===== src/logic/i2c_master_cfg.svh =====
`ifndef I2C_MASTER_CFG_SVH
`define I2C_MASTER_CFG_SVH

// ---------------------------------------------------------------------------
// bus timing
// ---------------------------------------------------------------------------

// clk cycles per quarter of one scl period
`define I2C_QUARTER_CLKS 5

// quarter counter width, must hold I2C_QUARTER_CLKS-1
`define I2C_CNT_W 3

// ---------------------------------------------------------------------------
// transfer sizes
// ---------------------------------------------------------------------------

`define I2C_DATA_W    32   // burst data word
`define I2C_MAX_BYTES 4    // bytes per burst

`endif


===== src/logic/i2c_master_pkg.sv =====
`include "i2c_master_cfg.svh"

package i2c_master_pkg;

    // transfer modes, same encoding as the host register field
    typedef enum logic [1:0] {
        write_only = 2'b00,
        read_only  = 2'b01,
        reg_write  = 2'b10,
        reg_read   = 2'b11
    } i2c_mode_e;

    typedef struct packed {
        i2c_mode_e               mode;
        logic [6:0]              slave_addr;
        logic [7:0]              reg_addr;
        logic [1:0]              burst_len;   // bytes minus one
        logic [`I2C_DATA_W-1:0]  tx_data;     // msb byte goes first
    } i2c_cmd_t;

    typedef struct packed {
        logic                    nack;        // transfer aborted
        logic [`I2C_DATA_W-1:0]  rx_data;
    } i2c_status_t;

    // ---------------------------------------------------------------------
    // byte on the wire, raw data or address frame
    // ---------------------------------------------------------------------
    typedef struct packed {
        logic [6:0] addr;
        logic       rw;     // 1 = read
    } i2c_addr_byte_t;

    typedef union packed {
        logic [7:0]     raw;
        i2c_addr_byte_t addr;
    } i2c_byte_u;

    // one-cycle strobes on entry to each quarter of a bit slot
    typedef struct packed {
        logic q0;
        logic q1;
        logic q2;
        logic q3;
    } i2c_quarter_t;

    typedef enum logic [2:0] {
        ph_idle, ph_start, ph_rep_start, ph_stop, ph_bit_tx, ph_bit_rx, ph_bit_ack
    } i2c_phase_e;

endpackage


===== src/logic/i2c_bit_timer.sv =====
`timescale 1ns/100ps
`include "i2c_master_cfg.svh"

module i2c_bit_timer
    import i2c_master_pkg::*;
(
    input  logic         clk,
    input  logic         reset,
    input  logic         i_run,
    output i2c_quarter_t o_quarter,
    output logic         o_scl_gen
);

    logic [`I2C_CNT_W-1:0] cnt;
    logic [1:0]            qidx;   // current quarter of the slot
    logic                  entry;

    always_ff @(posedge clk or negedge reset) begin
        if (!reset) begin
            cnt  <= '0;
            qidx <= 2'd0;
        end else if (!i_run) begin
            cnt  <= '0;     // parked at q0
            qidx <= 2'd0;
        end else if (cnt == `I2C_CNT_W'(`I2C_QUARTER_CLKS - 1)) begin
            cnt  <= '0;
            qidx <= qidx + 2'd1;
        end else begin
            cnt <= cnt + 1'b1;
        end
    end

    // first cycle of a quarter
    assign entry = i_run & (cnt == '0);

    assign o_quarter.q0 = entry & (qidx == 2'd0);
    assign o_quarter.q1 = entry & (qidx == 2'd1);
    assign o_quarter.q2 = entry & (qidx == 2'd2);
    assign o_quarter.q3 = entry & (qidx == 2'd3);

    assign o_scl_gen = qidx[0] ^ qidx[1];   // high in q1 and q2

endmodule


===== config.mk =====
export PLATFORM = sky130hd
export DESIGN_NAME = i2c_bit_timer
export DESIGN_NICKNAME = d
export VERILOG_FILES = /design/src/logic/i2c_master_pkg.sv /design/src/logic/i2c_bit_timer.sv
export VERILOG_INCLUDE_DIRS = /design/src /design/src/logic
export SDC_FILE = /design/constraint.sdc
export NUM_CORES = 1
export LEC_CHECK = 0
export BUFFER_PORTS_ARGS = -buffer_cell sky130_fd_sc_hd__buf_2
export CORE_AREA = 2 2 39 41
export DETAILED_ROUTE_END_ITERATION = 8
export DIE_AREA = 0 0 41 43
export GPL_ROUTABILITY_DRIVEN = 0
export MAX_ROUTING_LAYER = met4
export SLEW_MARGIN = 20
export SYNTH_ARGS = -nofsm -noshare
export SYNTH_HDL_FRONTEND = slang
export SYNTH_SLANG_ARGS = --single-unit

===== constraint.sdc =====
create_clock -name clk -period 1.6 [get_ports clk]
set_input_delay 0.16 -clock clk [delete_from_list [all_inputs] [get_ports clk]]
set_output_delay 0.16 -clock clk [all_outputs]
set_load 0.1 [all_outputs]

After elaboration in Yosys (flattened, before gate mapping)
Index checks and enable logic that the tools add are counted.
{"block": "word_totals", "regBits": 5, "in_bits": 3, "output_inout_bits": 5, "word_cells": 21}
{"block": "op_classes", "add_sub_neg": 2, "eq_ne": 5, "n_mux": 4, "bitwise": 6, "reduce_logical": 2}
{"operator": "2-to-1 mux 3 bit", "count": 2}
{"operator": "AND 1 bit", "count": 5}
{"operator": "equality test 2 bit (second input constant)", "count": 2}
{"operator": "2-to-1 mux 2 bit", "count": 2}
{"operator": "adder 3 x 1 -> 3 bit (second input constant)", "count": 1}
{"operator": "equality test 3 bit (second input constant)", "count": 1}
{"operator": "zero test 3 bit", "count": 1}
{"operator": "adder 2 x 1 -> 2 bit (second input constant)", "count": 1}
{"operator": "equality test 2 x 1 -> 1 bit (second input constant)", "count": 1}
{"operator": "zero test 2 bit", "count": 1}
{"operator": "!= test 2 x 1 -> 1 bit (second input constant)", "count": 1}
{"operator": "bitwise XOR 1 bit", "count": 1}

Longest topological paths before layout
Gate-level depths: netlist (run 1).
{"block": "depth", "ltp_word": 3, "mapped_depth": 4, "mapped_depth_nobuf": 4}

Least setup slack after synthesis (run 1)
OpenSTA, ideal clock, no wires.
{"block": "synth_timing", "kind": "flip-flop to output port", "start": "reg cnt[0]", "end": "out o_quarter[0] in the netlist's numbering", "arrival_time_ns": 1.581, "slack_ns": -0.141, "path_stages_with_launch": 5, "n_path_buf": 0, "cell_sequence": "dfrtp_1 > inv_1 > ha_1 > and3b_1 > and2_1"}
{"element": "from (decl)", "line_no": "i2c_bit_timer.sv:14", "text": "logic [`I2C_CNT_W-1:0] cnt;"}
{"element": "from (signal assigned)", "line_no": "i2c_bit_timer.sv:29", "text": "cnt <= cnt + 1'b1;"}
{"element": "to (decl)", "line_no": "i2c_bit_timer.sv:10", "text": "output i2c_quarter_t o_quarter,"}

==> metrics.txt, run 1 <==
# TYPE chip_impl_metric gauge
chip_impl_metric{name="detailed_place_hpwl",unit="um"} 449
chip_impl_metric{name="routed_via_density",unit=""} 4.20
chip_impl_metric{name="num_antenna_cells",unit=""} 0
chip_impl_metric{name="die_h",unit="um"} 43
chip_impl_metric{name="first_global_vias",unit=""} 279
chip_impl_info{name="tritoncts",value="done"} 1
chip_impl_metric{name="detail_route.first_pass.iterations",unit=""} 2
chip_impl_metric{name="signal_arrival_time_at_the_worst_endpoint",unit="ps"} 1380
chip_impl_metric{name="drive_gt1_frac",unit=""} 0.458
chip_impl_info{name="synthTopCellsByArea",value="sky130_fd_sc_hd__dfrtp_1, sky130_fd_sc_hd__ha_1, sky130_fd_sc_hd__and2_1"} 1
chip_impl_metric{name="finalWirelength",unit="um"} 656
chip_impl_metric{name="area_growth_syn_to_layout",unit="%"} 65.9
chip_impl_metric{name="grt.overflow.total",unit=""} 0
chip_impl_info{name="path_class",value="reg2out"} 1
chip_impl_metric{name="cts.clk_slew.worst_paths",unit="ps"} 40
chip_impl_metric{name="final_hold_viol_count",unit=""} 0
chip_impl_info{name="worstSetupEndpointType",value="output port"} 1
chip_impl_metric{name="cp_slowest_stage_delay",unit="ps"} 370
chip_impl_metric{name="postLayoutCellArea",unit="um^2"} 542
chip_impl_metric{name="timing.final.max_slew_violations",unit=""} 0
chip_impl_metric{name="number_of_ports_placed_on_the_die_boundary",unit=""} 8
chip_impl_metric{name="routed-via-count",unit=""} 269
chip_impl_metric{name="ant_nets",unit=""} 0
chip_impl_metric{name="leakage",unit="nW"} 0.254
chip_impl_metric{name="vdd.ir_drop.worst",unit="V"} 0.000416
chip_impl_metric{name="worst-path-max-fanout",unit=""} 4
chip_impl_info{name="timing.hold.worst.class",value="in2reg"} 1
chip_impl_metric{name="period_share",unit=""} 0.962
chip_impl_metric{name="power_per_cell_area",unit="nW/um^2"} 747
chip_impl_metric{name="dieWidth",unit="um"} 41
chip_impl_metric{name="dr.first_iter.drc_count",unit=""} 1
chip_impl_info{name="cts_root_buf",value="sky130_fd_sc_hd__clkbuf_4"} 1
chip_impl_metric{name="post-synth-top-area-fraction",unit=""} 0.383
chip_impl_metric{name="max_cap_violation_count",unit=""} 0
chip_impl_metric{name="ys_seq_elements",unit=""} 5
chip_impl_metric{name="postLayoutCoreUtil",unit=""} 0.392
chip_impl_info{name="outcome",value="completed"} 1
chip_impl_metric{name="max_slew_margin",unit=""} 0.890
chip_impl_metric{name="number_of_buffers_inserted_during_clock_tree_synthesis",unit=""} 3
chip_impl_metric{name="grt_first_pass_wirelength",unit="mm"} 1.03
chip_impl_metric{name="max_clock_freq",unit="MHz"} 650
chip_impl_metric{name="clock-skew-final",unit="ps"} 0.429
chip_impl_metric{name="layout_min_cycle_time",unit="ps"} 1540
chip_impl_metric{name="drc",unit=""} 0
chip_impl_metric{name="detailed_place.area",unit="um^2"} 472
chip_impl_metric{name="number_of_clock_sinks",unit=""} 5
chip_impl_metric{name="clockBufferDepth",unit=""} 2
chip_impl_info{name="critical_path.cell_chain",value="inv_1 > ha_4 > and3b_2 > and2_4 > buf_12"} 1
chip_impl_metric{name="htreeDepth",unit=""} 1
chip_impl_info{name="yosys.cell_count.top_type",value="sky130_fd_sc_hd__ha_1"} 1
chip_impl_metric{name="globalRouteTotalUtil",unit=""} 0.0921
chip_impl_metric{name="post_synth_num_cell_types",unit=""} 14
chip_impl_metric{name="synth-seq-area-share",unit=""} 0.383
chip_impl_metric{name="port_buffers",unit=""} 7
chip_impl_metric{name="pin_count_of_the_biggest_net_entering_global_routing",unit=""} 9
chip_impl_info{name="critPathLaunchType",value="register"} 1
chip_impl_metric{name="setup_viol",unit=""} 0
chip_impl_metric{name="wl_per_cell",unit="um"} 10.3
chip_impl_metric{name="postSynthCellCount",unit=""} 33
chip_impl_metric{name="worstMarginPinSlew",unit="ps"} 164
chip_impl_metric{name="synth.net_count",unit=""} 42
chip_impl_info{name="crit_slowest_cell",value="sky130_fd_sc_hd__dfrtp_1"} 1
chip_impl_metric{name="die-area",unit="um^2"} 1760
chip_impl_metric{name="number_of_enable_flip_flop_cells_after_synthesis",unit=""} 0
chip_impl_metric{name="grt_antenna_before_repair",unit=""} 0
chip_impl_metric{name="num-nets-final",unit=""} 58
chip_impl_info{name="netlist.top_cell.by_area",value="sky130_fd_sc_hd__dfrtp_1"} 1
chip_impl_info{name="synthFlopType",value="sky130_fd_sc_hd__dfrtp_1"} 1
chip_impl_metric{name="std_cell_rows",unit=""} 14
chip_impl_metric{name="avgSynthCellArea",unit="um^2"} 9.90
chip_impl_metric{name="clk_latency",unit="ps"} 240
chip_impl_info{name="yosys-top-cells-count",value="sky130_fd_sc_hd__ha_1, sky130_fd_sc_hd__dfrtp_1, sky130_fd_sc_hd__and2_1, sky130_fd_sc_hd__inv_1, sky130_fd_sc_hd__nand2_1"} 1
chip_impl_metric{name="cp.required",unit="ps"} 1440
chip_impl_metric{name="synth.cell_area",unit="um^2"} 327
chip_impl_metric{name="initial_core_utilization",unit=""} 0.236
chip_impl_metric{name="asyncSetResetFlopFracSynth",unit=""} 1.00
chip_impl_metric{name="synth.yosys.warnings",unit=""} 0
chip_impl_metric{name="placeableCoreArea",unit="um^2"} 1380
## cells in the final DEF, fill, tap and decap left out, drive strengths merged
cell type    count
ha               6
nand2            3
nor2b            1
inv              4
o21a             1
dlygate4sd3      1
nand4b           1
nor3b            1
o21ai            2
and2             5
nand4            1
and3b            1
dfrtp            5
buf             10
clkbuf           4
and3             2
## repair_timing
| item | CTS | global route |
|---|---|---|
| endpoints found under the hold margin | 5 | 0 |
| pin swaps | 0 | 4 |
| endpoints found under the setup margin | 4 | 4 |
| hold buffers | 1 | 0 |
| cloned | 0 | 0 |
| buffers inserted | 1 | 1 |
| gates resized for setup | 0 | 8 |
## stage by stage
step	setup WS, ps	setup TNS, ps	hold WS [ps]	total power, W	instances
global placement	280	0	-20.5	0.000237	57
finish	60.7	0	215	0.000404	64
floorplan	145	0	-136	0.000200	33
detailed placement	254	0	-17.8	0.000239	57
CTS	-1.65	-2.46	204	0.000397	63
global route	-18.8	-63.4	227	0.000429	64
## sequential cells by signal, indices dropped and copies added, names as in the netlist
name and flops:
qidx 2, cnt 3
## report_power, final
group          internal [W]  leakage (nW)  switching, W
clock network     0.0000943        0.0150     0.0000514
logic             0.0000532         0.172     0.0000651
registers          0.000134        0.0674    0.00000613
total              0.000282         0.254      0.000123
## worst paths after layout
kind                       startpoint           end  slack [ps]  depth (start not counted)
hold / removal                  i_run        cnt[2]         210                          2
setup / recovery               cnt[1]  o_quarter[3]          60                          5
setup reg to reg               cnt[1]       qidx[0]         450                          5
min in group asynchronous       reset       qidx[1]         270                          2
max in group asynchronous       reset        cnt[1]        1200                          2
hold reg to reg               qidx[1]       qidx[1]         590                          2
## layer usage
layer / GRT usage / routed length [um] / part of all wire / up-vias
li1: - / - / - / 139
met1: 0.102 / 266 / 0.41 / 124
met2: 0.125 / 374 / 0.57 / 6
met3: 0 / 15 / 0.023 / 0
met4: 0.120 / 0 / 0 / 0
met5: - / 0 / 0 / -
## cell type report
cell class                 instances  area (um^2)
inverter                           4         15.0
multi-input combinational         24          213
tap                               16         20.0
clock buffer                       4         26.3
fill                             138          842
timing repair buffer              11          143
sequential                         5          125
## worst max-delay path: cells and delay by family, from the launching register on
family        cells  cell delay, ps
flops             1             370
fa+ha+maj         1             140
buf+inv           2             260
simple gates      2             370
## cell families after synthesis
| logic type | Yosys count | synth area share |
|---|---|---|
| AOI/OAI and AO/OA | 3 | 0.0536 |
| and+or+nand+nor | 15 | 0.287 |
| buffers and inverters | 4 | 0.0460 |
| adders and majority gates | 6 | 0.230 |
| DFF | 5 | 0.383 |
No activity file was read; power rests on OpenSTA's default activity.
==> run 2: changes to the inputs <==
--- a/config.mk
+++ b/config.mk
@@ -7,9 +7,9 @@
 export NUM_CORES = 1
 export LEC_CHECK = 0
 export BUFFER_PORTS_ARGS = -buffer_cell sky130_fd_sc_hd__buf_2
-export CORE_AREA = 2 2 39 41
+export CORE_AREA = 4 4 41 43
 export DETAILED_ROUTE_END_ITERATION = 8
-export DIE_AREA = 0 0 41 43
+export DIE_AREA = 0 0 45 47
 export GPL_ROUTABILITY_DRIVEN = 0
 export MAX_ROUTING_LAYER = met4
 export SLEW_MARGIN = 20
==> metrics.txt, run 2 (same netlist as run 1, synthesis figures left out) <==
# TYPE chip_impl_metric gauge
chip_impl_info{name="unrepaired_setup_endpoints_after_global_routing",value="true"} 1
chip_impl_info{name="timing.rr.end",value="cnt[2]"} 1
chip_impl_metric{name="grt_antenna_before_repair",unit=""} 0
chip_impl_info{name="outcome",value="completed"} 1
chip_impl_metric{name="num-nets-final",unit=""} 59
chip_impl_info{name="path_class",value="reg2out"} 1
chip_impl_metric{name="number_of_ports_placed_on_the_die_boundary",unit=""} 8
chip_impl_metric{name="cts.clk_slew.worst_paths",unit="ps"} 40
chip_impl_info{name="timing.critical_path.max_delay_family",value="simple AND/OR/NAND/NOR gates"} 1
chip_impl_info{name="largest_register",value="cnt"} 1
chip_impl_metric{name="ant_nets",unit=""} 0
chip_impl_metric{name="signal_arrival_time_at_the_worst_endpoint",unit="ps"} 1400
chip_impl_metric{name="max_clock_freq",unit="MHz"} 640
chip_impl_metric{name="number_of_buffers_inserted_during_clock_tree_synthesis",unit=""} 3
chip_impl_metric{name="cp.required",unit="ps"} 1440
chip_impl_metric{name="initial_core_utilization",unit=""} 0.251
chip_impl_metric{name="leakage",unit="nW"} 0.255
chip_impl_metric{name="timing.final.max_slew_violations",unit=""} 0
chip_impl_info{name="critical_path.cell_chain",value="inv_1 > ha_2 > and3b_2 > and2_2 > buf_12"} 1
chip_impl_info{name="crit_slowest_cell",value="sky130_fd_sc_hd__dfrtp_1"} 1
chip_impl_metric{name="std_cell_rows",unit=""} 13
chip_impl_metric{name="area_growth_syn_to_layout",unit="%"} 63.2
chip_impl_metric{name="dr.first_iter.drc_count",unit=""} 2
chip_impl_info{name="worst_hold_startpoint",value="i_run"} 1
chip_impl_metric{name="largest_reg_flops",unit=""} 3
chip_impl_metric{name="setup_viol",unit=""} 0
chip_impl_metric{name="hold_depth",unit=""} 2
chip_impl_metric{name="period_share",unit=""} 0.976
chip_impl_metric{name="detailed_place_hpwl",unit="um"} 476
chip_impl_info{name="hold_end",value="cnt[2]"} 1
chip_impl_metric{name="worst_r2r_path_depth",unit=""} 5
chip_impl_metric{name="layout_min_cycle_time",unit="ps"} 1560
chip_impl_info{name="critPathLaunchType",value="register"} 1
chip_impl_metric{name="wl_per_cell",unit="um"} 9.58
chip_impl_metric{name="fin_setup_tns",unit="ps"} 0
chip_impl_metric{name="max_cap_violation_count",unit=""} 0
chip_impl_info{name="final_cell_mix",value="sky130_fd_sc_hd__and2_2, sky130_fd_sc_hd__dfrtp_1, sky130_fd_sc_hd__buf_12"} 1
chip_impl_metric{name="clock-skew-final",unit="ps"} 0.846
chip_impl_metric{name="drive_gt1_frac",unit=""} 0.449
chip_impl_metric{name="finalWirelength",unit="um"} 613
chip_impl_metric{name="clockBufferDepth",unit=""} 2
chip_impl_metric{name="power_per_cell_area",unit="nW/um^2"} 736
chip_impl_metric{name="grt.overflow.total",unit=""} 0
chip_impl_metric{name="critical_path.n_buffers_inverters",unit=""} 2
chip_impl_metric{name="fin_total_pwr",unit="W"} 0.000392
chip_impl_info{name="top_regs",value="cnt x3, qidx x2"} 1
chip_impl_metric{name="detail_route.first_pass.iterations",unit=""} 2
chip_impl_metric{name="dieWidth",unit="um"} 45
chip_impl_info{name="timing.hold.worst.class",value="in2reg"} 1
chip_impl_metric{name="port_buffers",unit=""} 7
chip_impl_metric{name="vdd.ir_drop.worst",unit="V"} 0.000369
chip_impl_metric{name="cp_slowest_stage_delay",unit="ps"} 340
chip_impl_metric{name="globalRouteTotalUtil",unit=""} 0.0779
chip_impl_metric{name="number_of_clock_sinks",unit=""} 5
chip_impl_metric{name="final_hold_viol_count",unit=""} 0
chip_impl_metric{name="num_antenna_cells",unit=""} 0
chip_impl_metric{name="fin_hold_ws",unit="ps"} 229
chip_impl_metric{name="worst-r2r-setup-slack",unit="ps"} 370
chip_impl_metric{name="max_slew_margin",unit=""} 0.880
chip_impl_metric{name="pin_count_of_the_biggest_net_entering_global_routing",unit=""} 9
chip_impl_metric{name="grt_first_pass_wirelength",unit="mm"} 1.10
chip_impl_info{name="tritoncts",value="done"} 1
chip_impl_metric{name="clk_latency",unit="ps"} 240
chip_impl_metric{name="die-area",unit="um^2"} 2120
chip_impl_metric{name="routed_via_density",unit=""} 4.47
chip_impl_info{name="cts_root_buf",value="sky130_fd_sc_hd__clkbuf_4"} 1
chip_impl_metric{name="placeableCoreArea",unit="um^2"} 1300
chip_impl_info{name="reg2reg_from",value="cnt[0]"} 1
chip_impl_metric{name="worst-path-max-fanout",unit=""} 4
chip_impl_info{name="worstSetupEndpointType",value="output port"} 1
chip_impl_metric{name="die_h",unit="um"} 47
chip_impl_metric{name="routed-via-count",unit=""} 286
chip_impl_metric{name="first_global_vias",unit=""} 271
chip_impl_metric{name="drc",unit=""} 0
chip_impl_metric{name="worstMarginPinSlew",unit="ps"} 179
chip_impl_metric{name="htreeDepth",unit=""} 1
==> run 2: routing by layer <==
layer / up-vias / track usage / routed length (um)
li1: 143 / - / -
met1: 131 / 0.0785 / 230
met2: 10 / 0.130 / 326
met3: 2 / 0.0230 / 40
met4: 0 / 0.0526 / 15
met5: - / - / 0
==> run 2: timing repair <==
action                     4_1_cts  5_1_grt
hold buffers                     1        0
pin swaps                        0        1
gates resized for setup          0        2
setup buffers                    1        2
setup endpoints to repair        4        4
hold endpoints to repair         5        0
==> run 2: power by group <==
group	leakage, nW	switching [W]	internal, W
clock network	0.0150	0.0000483	0.0000941
logic	0.172	0.0000605	0.0000491
registers	0.0674	0.00000591	0.000134
==> run 2: area by class of cell <==
cell class,count,area (um^2)
fill,136,768
multi-input combinational,24,198
timing repair buffer,12,150
sequential,5,125
clock buffer,4,26.3
tap,15,18.8
inverter,4,15.0
==> run 2: worst max-delay path by stage <==
stage / from / endpoint / slack (ps) / cells after the start
floorplan: cnt[0] / o_quarter[0] / 150 / 4
global placement: cnt[0] / o_quarter[2] / 280 / 5
detailed placement: cnt[0] / o_quarter[3] / 260 / 5
CTS: cnt[0] / o_quarter[3] / 6 / 5
global route: cnt[1] / o_quarter[2] / -20 / 5
finish: cnt[0] / o_quarter[0] / 40 / 5
==> run 2: metrics by stage <==
stage | cell area, um^2 | cells | util | worst slack (ps)
2_1_floorplan | 334 | 33 | - | 145
3_3_place_gp | 470 | 56 | 0.362 | 280
3_5_place_dp | 470 | 56 | 0.362 | 262
4_1_cts | 514 | 62 | 0.395 | 5.59
5_1_grt | 533 | 64 | 0.410 | -23.1
6_report | 533 | 64 | 0.410 | 38.7
