[src/logic/i2c_master_cfg.svh]
`ifndef I2C_MASTER_CFG_SVH
`define I2C_MASTER_CFG_SVH

// ---------------------------------------------------------------------------
// bus timing
// ---------------------------------------------------------------------------

// clk cycles per quarter of one scl period
`define I2C_QUARTER_CLKS 5

// quarter counter width, must hold I2C_QUARTER_CLKS-1
`define I2C_CNT_W 3

// ---------------------------------------------------------------------------
// transfer sizes
// ---------------------------------------------------------------------------

`define I2C_DATA_W    32   // burst data word
`define I2C_MAX_BYTES 4    // bytes per burst

`endif

[src/logic/i2c_master_pkg.sv]
`include "i2c_master_cfg.svh"

package i2c_master_pkg;

    // transfer modes, same encoding as the host register field
    typedef enum logic [1:0] {
        write_only = 2'b00,
        read_only  = 2'b01,
        reg_write  = 2'b10,
        reg_read   = 2'b11
    } i2c_mode_e;

    typedef struct packed {
        i2c_mode_e               mode;
        logic [6:0]              slave_addr;
        logic [7:0]              reg_addr;
        logic [1:0]              burst_len;   // bytes minus one
        logic [`I2C_DATA_W-1:0]  tx_data;     // msb byte goes first
    } i2c_cmd_t;

    typedef struct packed {
        logic                    nack;        // transfer aborted
        logic [`I2C_DATA_W-1:0]  rx_data;
    } i2c_status_t;

    // ---------------------------------------------------------------------
    // byte on the wire, raw data or address frame
    // ---------------------------------------------------------------------
    typedef struct packed {
        logic [6:0] addr;
        logic       rw;     // 1 = read
    } i2c_addr_byte_t;

    typedef union packed {
        logic [7:0]     raw;
        i2c_addr_byte_t addr;
    } i2c_byte_u;

    // one-cycle strobes on entry to each quarter of a bit slot
    typedef struct packed {
        logic q0;
        logic q1;
        logic q2;
        logic q3;
    } i2c_quarter_t;

    typedef enum logic [2:0] {
        ph_idle, ph_start, ph_rep_start, ph_stop, ph_bit_tx, ph_bit_rx, ph_bit_ack
    } i2c_phase_e;

endpackage

[src/logic/i2c_data_buffer.sv]
`timescale 1ns/100ps
`include "i2c_master_cfg.svh"

module i2c_data_buffer
    import i2c_master_pkg::*;
(
    input  logic                   clk,
    input  logic                   reset,
    input  logic                   i_capture,
    input  logic [`I2C_DATA_W-1:0] i_cmd_data,
    input  logic [1:0]             i_byte_idx,
    input  logic                   i_rx_store,
    input  logic [7:0]             i_rx_byte,
    output i2c_byte_u              o_tx_byte,
    output logic [`I2C_DATA_W-1:0] o_rx_data
);

    logic [`I2C_DATA_W-1:0] tx_word;
    logic [1:0]             lane;

    // byte 0 sits in the top lane
    assign lane = 2'(`I2C_MAX_BYTES - 1) - i_byte_idx;

    always_ff @(posedge clk) begin
        if (i_capture)
            tx_word <= i_cmd_data;
    end

    assign o_tx_byte.raw = tx_word[lane*8 +: 8];

    // ---------------------------------------------------------------------
    // received bytes, unread lanes stay zero
    // ---------------------------------------------------------------------
    always_ff @(posedge clk or negedge reset) begin
        if (!reset) begin
            o_rx_data <= '0;
        end else if (i_capture) begin
            o_rx_data <= '0;   // fresh status per command
        end else if (i_rx_store) begin
            o_rx_data[lane*8 +: 8] <= i_rx_byte;
        end
    end

endmodule

[config.mk]
export PLATFORM = sky130hd
export DESIGN_NAME = i2c_data_buffer
export DESIGN_NICKNAME = d
export VERILOG_FILES = /design/src/logic/i2c_master_pkg.sv /design/src/logic/i2c_data_buffer.sv
export VERILOG_INCLUDE_DIRS = /design/src /design/src/logic
export SDC_FILE = /design/constraint.sdc
export NUM_CORES = 1
export LEC_CHECK = 0
export BUFFER_PORTS_ARGS = -buffer_cell sky130_fd_sc_hd__buf_4
export CAP_MARGIN = 20
export CORE_MARGIN = 2
export CORE_UTILIZATION = 54
export CTS_CLUSTER_SIZE = 8
export DETAILED_ROUTE_END_ITERATION = 10
export GPL_ROUTABILITY_DRIVEN = 0
export HOLD_SLACK_MARGIN = 0.08
export PLACE_DENSITY = 0.94
export REMOVE_ABC_BUFFERS = 1
export SETUP_SLACK_MARGIN = 0.2
export SYNTH_ARGS = -nofsm -noshare
export SYNTH_HDL_FRONTEND = slang
export SYNTH_SLANG_ARGS = --single-unit
[constraint.sdc]
create_clock -name clk -period 3.5 [get_ports clk]
set_clock_uncertainty 0.1 [all_clocks]
set_input_delay 0.35 -clock clk [delete_from_list [all_inputs] [get_ports clk]]
set_output_delay 0.35 -clock clk [all_outputs]
set_load 0.02 [all_outputs]
==> After elaboration in Yosys (flattened, before gate mapping) <==
Index checks and enable logic that the tools add are counted.
{ "totals": {"reg_bits": 64, "in_bits": 46, "elab_cells": 11} }
{ "classes": {"n_addsub": 2, "shift": 3, "muxes": 3, "reduce_logical": 1} }
{ "ops": {"columns": ["op", "count"], "rows": [
  ["two-way mux 32 bit", 2],
  ["negation 5 -> 34 bit", 1],
  ["variable shift 8 x 34 -> 32 bit, first input constant", 1],
  ["indexed part select 8 x 34 -> 32 bit", 1],
  ["bitwise mux 32 bit", 1],
  ["indexed part select 32 x 6 -> 8 bit", 1],
  ["nonzero test 2 bit", 1],
  ["subtractor 2 bit, first input constant", 1]
]} }

==> Longest topological paths before layout <==
Gate-level depths: netlist (run 1).
{ "depth": {"ltp_word": 6, "depth_mapped": 9, "depth_no_buf": 4} }

==> Worst setup path before layout (run 1) <==
No wires, ideal clock.
{ "synth_path": {"path_kind": "input port to flip-flop", "from": "input i_byte_idx[0]", "to": "register o_rx_data[23]", "setup_time_ps": 75, "arrival_time_ps": 1989, "t_required_ps": 3325, "path_slack_ps": 1336, "cell_stages": 9, "path_buffers": 5, "cell_sequence": "buf_4 buf_2 buf_2 inv_1 ha_1 or3b_1 buf_2 buf_6 o2bb2ai_2"} }
{ "synth_between": {"elab_chain_cells": 6} }
{ "synth_lines": {"columns": ["element", "line_no", "text"], "rows": [
  ["start: declaration", "i2c_data_buffer.sv:11", "input logic [1:0] i_byte_idx,"],
  ["subtractor 2 bit (*)", "i2c_data_buffer.sv:22", "assign lane = 2'(`I2C_MAX_BYTES - 1) - i_byte_idx;"],
  ["negation 5 -> 34 bit (*)", "i2c_data_buffer.sv:40", "o_rx_data[lane*8 +: 8] <= i_rx_byte;"],
  ["indexed part select 8 x 34 -> 32 bit / variable shift 8 x 34 -> 32 bit (equally long branches)", "i2c_data_buffer.sv:40", null],
  ["bitwise mux 32 bit (*)", "i2c_data_buffer.sv:40", null],
  ["two-way mux 32 bit (*)", "i2c_data_buffer.sv:39", "end else if (i_rx_store) begin"],
  ["two-way mux 32 bit (*)", "i2c_data_buffer.sv:37", "end else if (i_capture) begin"],
  ["end signal: indexed assignment", "i2c_data_buffer.sv:40", null],
  ["end: declaration", "i2c_data_buffer.sv:15", "output logic [`I2C_DATA_W-1:0] o_rx_data"]
]} }
Mark *: on every way between the ends. The rest lies on a longest branch, timed or not. The select of a mux whose other input is x is not followed.
A chain may end at the register's enable or synchronous reset.

==> Worst setup path after layout (run 1) <==
{ "layout_path": {"from": "input i_byte_idx[0]", "to": "register o_rx_data[31]"} }
The elaborated chain is that of the path after synthesis.

==> run_summary.xml, run 1 <==
<?xml version="1.0" encoding="UTF-8"?>
<metrics>
  <group name="timing">
    <metric name="post-route-worst-setup-slack" unit="ns">1.42</metric>
    <metric name="finalHoldViolCount" unit="">0</metric>
    <metric name="setup_total_negative_slack" unit="ns">0</metric>
    <metric name="setup_viol_count_final" unit="">0</metric>
    <metric name="period_needed" unit="ns">2.08</metric>
    <metric name="grt_setup_unrepaired" unit="">no</metric>
    <metric name="timing.slew.headroom" unit="">0.304</metric>
    <metric name="timing_worst_slew_pin_value" unit="ns">1.04</metric>
    <metric name="min_period_over_period" unit="">0.594</metric>
    <metric name="report.final.slew_viol_count" unit="">0</metric>
    <metric name="top_achievable_clock_speed" unit="GHz">0.481</metric>
  </group>
  <group name="logic_synthesis">
    <metric name="sequential_area_share_after_synthesis" unit="">0.655</metric>
    <metric name="total_of_warnings_raised_by_yosys" unit="">0</metric>
    <metric name="synth_seq_cells" unit="">64</metric>
    <metric name="post_syn_area" unit="um^2">2690</metric>
    <metric name="synth_cells" unit="">157</metric>
    <metric name="synthDistinctLibCells" unit="">22</metric>
    <metric name="syn_avg_cell_area" unit="um^2">17.1</metric>
  </group>
  <group name="global_routing">
    <metric name="gr-total-overflow" unit="">0</metric>
    <metric name="grt_first_pass_wirelength" unit="um">9540</metric>
    <metric name="grt_util_all_layers" unit="">0.238</metric>
    <metric name="first_global_vias" unit="">1951</metric>
    <metric name="antenna_found_initial" unit="">0</metric>
    <metric name="grt_start_max_net_pins" unit="">47</metric>
  </group>
  <group name="worst_setup_path">
    <metric name="critPathRequiredTime" unit="ns">3.66</metric>
    <metric name="worstPathCellList" unit="">buf_4 -&gt; inv_1 -&gt; ha_1 -&gt; nor2b_1 -&gt; a32o_1</metric>
    <metric name="cp_slowest_cell" unit="">nor2b_1</metric>
    <metric name="top_fanout_value_on_the_critical_path" unit="">30</metric>
    <metric name="critPathMaxStageDelay" unit="ns">0.80</metric>
    <metric name="critical_path_buf_inv_count" unit="">2</metric>
    <metric name="timing.setup.critical_path_class" unit="">in2reg</metric>
    <metric name="cp_data_arrival_time" unit="ns">2.24</metric>
    <metric name="cpLargestDelayFamily" unit="">simple AND/OR/NAND/NOR gates</metric>
    <metric name="crit_path_end_kind" unit="">flop</metric>
    <metric name="critical_path.startpoint_type" unit="">primary input</metric>
  </group>
  <group name="routing">
    <metric name="routed_wirelength" unit="um">6380</metric>
    <metric name="route.detailed.wl_per_inst" unit="um">19.5</metric>
    <metric name="drt-vias-per-instance" unit="">5.73</metric>
    <metric name="detailedRoute.firstPassIterationCount" unit="">6</metric>
    <metric name="routed_via_count" unit="">1875</metric>
    <metric name="postRouteAntennaNets" unit="">0</metric>
    <metric name="post-route-drc-count" unit="">0</metric>
    <metric name="drt-initial-drc-count" unit="">127</metric>
  </group>
  <group name="layout">
    <metric name="nFillCells" unit="">315</metric>
    <metric name="flow.area_growth_from_synthesis" unit="%">35.8</metric>
    <metric name="drive_above_1_share" unit="">0.446</metric>
    <metric name="layout.cells.most_common_list" unit="">buf_4 (85), dfrtp_1 (32), edfxtp_1 (32)</metric>
    <metric name="final_common_cell" unit="">buf_4</metric>
    <metric name="antenna_cells" unit="">0</metric>
    <metric name="design.final.nets" unit="">306</metric>
  </group>
  <group name="die">
    <metric name="fp.dieW" unit="um">74.6</metric>
    <metric name="initial_utilization" unit="">0.566</metric>
    <metric name="placementRows" unit="">25</metric>
    <metric name="core_area" unit="um^2">4750</metric>
    <metric name="die_area" unit="um^2">5560</metric>
    <metric name="ports_placed_on_the_boundary" unit="">86</metric>
    <metric name="chipHeight" unit="um">74.6</metric>
  </group>
  <group name="status">
    <metric name="outcome" unit="">finished, final reports clean</metric>
  </group>
  <group name="cts">
    <metric name="root_buffer" unit="">clkbuf_8</metric>
    <metric name="clock_sink_count" unit="">64</metric>
    <metric name="cts_inserted_buffers" unit="">9</metric>
    <metric name="cts.reportedPaths.clkPinSlew" unit="ns">0.06</metric>
    <metric name="tritoncts_clock_tree" unit="">built</metric>
    <metric name="cts.htree.levels" unit="">3</metric>
    <metric name="cts_max_path_buffers" unit="">2</metric>
    <metric name="worstSkewPairLatency" unit="ns">0.33</metric>
    <metric name="post-cts-setup-buffer-count" unit="">0</metric>
  </group>
  <group name="power_and_ir_drop">
    <metric name="power_per_cell_area" unit="nW/um^2">425</metric>
    <metric name="power.net_switching" unit="W">0.000371</metric>
    <metric name="total_leakage_power" unit="nW">1.55</metric>
    <metric name="netSwitchingFraction" unit="">0.239</metric>
    <metric name="power_report.internal_total" unit="W">0.00118</metric>
    <metric name="worst_ir_drop_vdd" unit="V">0.000237</metric>
    <metric name="portion_of_total_power_attributed_to_sequential_cells" unit="">0.541</metric>
    <metric name="clockPowerShare" unit="">0.330</metric>
    <metric name="power_frac_comb" unit="">0.129</metric>
  </group>
  <group name="placed_design">
    <metric name="io_buffer_count" unit="">85</metric>
    <metric name="place.detailed.hpwl" unit="um">4100</metric>
    <metric name="dpl_worst_slack" unit="ns">1.10</metric>
  </group>
  <group name="job">
    <metric name="maxCapViolations" unit="">0</metric>
  </group>
  <group name="hold_path">
    <metric name="class_of_the_tightest_hold_or_removal_check" unit="">in2reg</metric>
  </group>
</metrics>
[synthesized netlist by cell type]
master,n,area share
a21oi_1,2,0.0037
a21oi_2,2,0.0065
a32o_1,16,0.060
and2_1,1,0.0023
and2b_1,2,0.0056
buf_1,1,0.0014
buf_2,6,0.011
buf_4,1,0.0028
buf_6,1,0.0042
clkbuf_1,5,0.0070
dfrtp_1,32,0.30
edfxtp_1,32,0.36
ha_1,5,0.023
inv_1,2,0.0028
mux4_2,8,0.067
nand4_1,8,0.019
nand4b_1,8,0.026
nor2b_1,7,0.016
nor4b_4,1,0.0088
o2bb2ai_1,6,0.020
o2bb2ai_2,10,0.056
or3b_1,1,0.0033
[worst paths after layout]
path	from	end	slack, ns	depth (start not counted)
setup reg to reg	o_rx_data[31]	o_rx_data[31]	2.66	1
max in group asynchronous	reset	o_rx_data[19]	2.62	2
min in group asynchronous	reset	o_rx_data[23]	0.38	2
setup / recovery	i_byte_idx[0]	o_rx_data[31]	1.42	5
hold / removal	i_cmd_data[9]	tx_word[9]	0.1	1
hold reg to reg	o_rx_data[5]	o_rx_data[5]	0.40	1
[state kept, by name (all words and copies together) (netlist names)]
| register | flops |
|---|---|
| o_rx_data | 32 |
| tx_word | 32 |
[final cells by class]
class / count / area [um^2] / share of cell area
Tap cell: 67 / 83.8 / 0.0229
Clock inverter: 1 / 5.00 / 0.00137
Sequential cell: 64 / 1760 / 0.482
Timing Repair Buffer: 101 / 798 / 0.218
Inverter: 2 / 7.51 / 0.00205
Multi-Input combinational cell: 77 / 851 / 0.233
Clock buffer: 15 / 146 / 0.0401
[per-layer routing]
layer	GRT usage	share of wire	vias up
li1	-	-	833
met1	0.307	0.42	930
met2	0.365	0.47	99
met3	0.0732	0.088	13
met4	0.123	0.021	0
met5	0	0	-
[cells by family after synthesis]
group           synth area share
buf+inv                   0.0293
flops                      0.655
mux                       0.0669
compound gates             0.145
simple gates              0.0809
fa+ha+maj                 0.0232
[power by group through the flow]
stage	sequential [W]	combinational [W]	clock, W
global placement	0.000853	0.000179	0
global route	0.000842	0.000214	0.000550
detailed placement	0.000855	0.000184	0
finish	0.000840	0.000201	0.000513
floorplan	0.000856	0.0000722	0
CTS	0.000840	0.000198	0.000523
[timing repair]
action / in CTS / in global routing
hold buffers: 15 / 1
gates resized for setup: 0 / 0
endpoints found under the hold margin: 46 / 1
endpoints found under the setup margin: 0 / 0
[through the flow]
| step | util | std cells | instance area (um^2) | power (W) | hold slack, ns |
|---|---|---|---|---|---|
| 6_report | 0.768 | 327 | 3650 | 0.00155 | 0.0976 |
| 5_1_grt | 0.768 | 327 | 3650 | 0.00161 | 0.0814 |
| 4_1_cts | 0.766 | 326 | 3640 | 0.00156 | 0.0800 |
| 3_5_place_dp | 0.703 | 295 | 3340 | 0.00104 | 0.207 |
| 3_3_place_gp | 0.703 | 295 | 3340 | 0.00103 | 0.202 |
| 2_1_floorplan | - | 143 | 2620 | 0.000928 | -0.0456 |
No activity file was read; power rests on OpenSTA's default activity.
==> run 2: changes to the inputs <==
- CORE_UTILIZATION: 54 -> 45
- PLACE_DENSITY: 0.94 -> 0.85
- clock period: 3.5 -> 1.8 ns (I/O delays scaled with it)
==> run 2 against run 1 <==
- die area up 19%
- critical path depth down 3
- highest routed layer unchanged
- design area up 11%
- largest power group unchanged
- power up 120%
- clock power up 150%
- first-iteration DRC count up 77%
==> run_summary.xml, run 2 (same netlist as run 1, synthesis figures left out) <==
<?xml version="1.0" encoding="UTF-8"?>
<metrics>
  <group name="status">
    <metric name="outcome" unit="">finished, final reports clean</metric>
  </group>
  <group name="power_and_ir_drop">
    <metric name="totalPowerFinal" unit="W">0.00337</metric>
    <metric name="worst_ir_drop_vdd" unit="V">0.000612</metric>
    <metric name="total_leakage_power" unit="nW">1.73</metric>
    <metric name="power_per_cell_area" unit="nW/um^2">832</metric>
  </group>
  <group name="worst_setup_path">
    <metric name="cp_slowest_cell" unit="">mux4_2</metric>
    <metric name="regToRegEndpoint" unit="">o_rx_data[26]</metric>
    <metric name="timing.setup.critical_path_class" unit="">reg2out</metric>
    <metric name="critPathRequiredTime" unit="ns">1.52</metric>
    <metric name="critPathMaxStageDelay" unit="ns">0.48</metric>
    <metric name="cp_data_arrival_time" unit="ns">1.37</metric>
    <metric name="r2r_cells" unit="">1</metric>
    <metric name="worst_reg2reg_startpoint" unit="">o_rx_data[26]</metric>
    <metric name="cpLargestDelayFamily" unit="">multiplexers</metric>
    <metric name="top_fanout_value_on_the_critical_path" unit="">1</metric>
    <metric name="worstPathCellList" unit="">mux4_2 -&gt; buf_6</metric>
    <metric name="critical_path.startpoint_type" unit="">flop</metric>
    <metric name="crit_path_end_kind" unit="">output port</metric>
    <metric name="critical_path_buf_inv_count" unit="">1</metric>
    <metric name="ff2ff_setup_slack" unit="ns">0.97</metric>
  </group>
  <group name="timing">
    <metric name="setup_total_negative_slack" unit="ns">0</metric>
    <metric name="min_period_over_period" unit="">0.917</metric>
    <metric name="report.final.slew_viol_count" unit="">0</metric>
    <metric name="grt_setup_unrepaired" unit="">yes</metric>
    <metric name="post-route-worst-setup-slack" unit="ns">0.149</metric>
    <metric name="timing_worst_slew_pin_value" unit="ns">0.723</metric>
    <metric name="finalHoldViolCount" unit="">0</metric>
    <metric name="top_achievable_clock_speed" unit="GHz">0.606</metric>
    <metric name="period_needed" unit="ns">1.65</metric>
    <metric name="timing.slew.headroom" unit="">0.518</metric>
    <metric name="setup_viol_count_final" unit="">0</metric>
  </group>
  <group name="die">
    <metric name="die_area" unit="um^2">6620</metric>
    <metric name="fp.dieW" unit="um">81.3</metric>
    <metric name="chipHeight" unit="um">81.3</metric>
    <metric name="placementRows" unit="">28</metric>
    <metric name="core_area" unit="um^2">5850</metric>
    <metric name="ports_placed_on_the_boundary" unit="">86</metric>
    <metric name="initial_utilization" unit="">0.460</metric>
  </group>
  <group name="layout">
    <metric name="multi_input_area" unit="um^2">851</metric>
    <metric name="nFillCells" unit="">390</metric>
    <metric name="layout.area.seq" unit="um^2">1760</metric>
    <metric name="antenna_cells" unit="">0</metric>
    <metric name="final_cell_count_no_fill" unit="">368</metric>
    <metric name="summed_area_of_non_filler_cells_in_the_final_layout" unit="um^2">4050</metric>
    <metric name="layout.cells.most_common_list" unit="">buf_4 (85), dlygate4sd3_1 (41), dfrtp_1 (32), edfxtp_1 (32), a32o_1 (16)</metric>
    <metric name="drive_above_1_share" unit="">0.437</metric>
    <metric name="flow.area_growth_from_synthesis" unit="%">50.5</metric>
    <metric name="design.final.nets" unit="">339</metric>
    <metric name="reg_top3" unit="">o_rx_data: 32 flops, tx_word: 32 flops</metric>
    <metric name="final_common_cell" unit="">buf_4</metric>
  </group>
  <group name="routing">
    <metric name="postRouteAntennaNets" unit="">0</metric>
    <metric name="detailedRoute.firstPassIterationCount" unit="">4</metric>
    <metric name="drt-initial-drc-count" unit="">225</metric>
    <metric name="routed_via_count" unit="">2010</metric>
    <metric name="post-route-drc-count" unit="">0</metric>
    <metric name="routed_wirelength" unit="um">7130</metric>
    <metric name="route.detailed.wl_per_inst" unit="um">19.4</metric>
    <metric name="drt-vias-per-instance" unit="">5.46</metric>
  </group>
  <group name="hold_path">
    <metric name="min_delay_path_depth" unit="">3</metric>
    <metric name="class_of_the_tightest_hold_or_removal_check" unit="">in2reg</metric>
    <metric name="min_from" unit="">i_rx_store</metric>
    <metric name="min_delay_worst_endpoint" unit="">o_rx_data[21]</metric>
  </group>
  <group name="cts">
    <metric name="cts.htree.levels" unit="">3</metric>
    <metric name="worstSkewPairLatency" unit="ns">0.33</metric>
    <metric name="cts.reportedPaths.clkPinSlew" unit="ns">0.07</metric>
    <metric name="post-cts-setup-buffer-count" unit="">0</metric>
    <metric name="cts_inserted_buffers" unit="">9</metric>
    <metric name="clock_sink_count" unit="">64</metric>
    <metric name="root_buffer" unit="">clkbuf_8</metric>
    <metric name="tritoncts_clock_tree" unit="">built</metric>
    <metric name="cts_max_path_buffers" unit="">2</metric>
  </group>
  <group name="placed_design">
    <metric name="place.detailed.hpwl" unit="um">4110</metric>
    <metric name="postPlaceCellArea" unit="um^2">3410</metric>
    <metric name="io_buffer_count" unit="">85</metric>
    <metric name="dpl_worst_slack" unit="ns">0.117</metric>
    <metric name="dp_cells" unit="">311</metric>
  </group>
  <group name="global_routing">
    <metric name="grt_start_max_net_pins" unit="">33</metric>
    <metric name="grt_util_all_layers" unit="">0.239</metric>
    <metric name="antenna_found_initial" unit="">0</metric>
    <metric name="gr-total-overflow" unit="">0</metric>
    <metric name="first_global_vias" unit="">2178</metric>
    <metric name="grt_first_pass_wirelength" unit="um">11300</metric>
  </group>
  <group name="job">
    <metric name="maxCapViolations" unit="">0</metric>
  </group>
</metrics>
[run 2: through the flow]
| step | hold slack, ns | util |
|---|---|---|
| 2_1_floorplan | -0.216 | - |
| 3_3_place_gp | 0.0332 | 0.583 |
| 3_5_place_dp | 0.0408 | 0.583 |
| 4_1_cts | 0.115 | 0.692 |
| 5_1_grt | 0.151 | 0.692 |
| 6_report | 0.133 | 0.692 |
[run 2: cell type report]
type                            instances  area share
Clock inverter                          3     0.00988
Inverter                                2     0.00185
Tap cell                               75      0.0232
Timing Repair Buffer                  134       0.281
Clock buffer                           13      0.0392
Multi-Input combinational cell         77       0.210
Sequential cell                        64       0.435
[run 2: worst max path at each step]
stage	cells after the start	end	from	slack (ns)
finish	2	o_tx_byte[1]	tx_word[17]	0.15
global route	2	o_tx_byte[4]	tx_word[4]	0.12
CTS	2	o_tx_byte[1]	tx_word[25]	0.16
detailed placement	6	o_rx_data[18]	i_byte_idx[1]	0.12
global placement	6	o_rx_data[21]	i_byte_idx[1]	0.20
floorplan	4	o_rx_data[24]	i_byte_idx[0]	0.30
[run 2: tightest hold or removal path, stage by stage]
cell and delay (ns):
buf_4 0.19, nand4_1 0.11, o2bb2ai_1 0.05
[run 2: routing by layer]
layer  track usage  wire length [um]
met1         0.297              2780
met3        0.0678               432
met2         0.393              3810
met5             0                 0
met4        0.0983               108
[run 2: what timing repair did]
| item | in CTS | in global routing |
|---|---|---|
| setup endpoints to repair | 8 | 8 |
| pin swaps | 0 | 0 |
| gates resized for setup | 8 | 0 |
| endpoints found under the hold margin | 83 | 0 |
| hold buffers | 41 | 0 |
[run 2: power by group]
part / switching [W] / internal, W / leakage (nW)
Clock: 0.000545 / 0.000712 / 0.103
Sequential: 0.0000233 / 0.00161 / 0.759
Combinational: 0.000228 / 0.000248 / 0.869
Total: 0.000796 / 0.00257 / 1.73
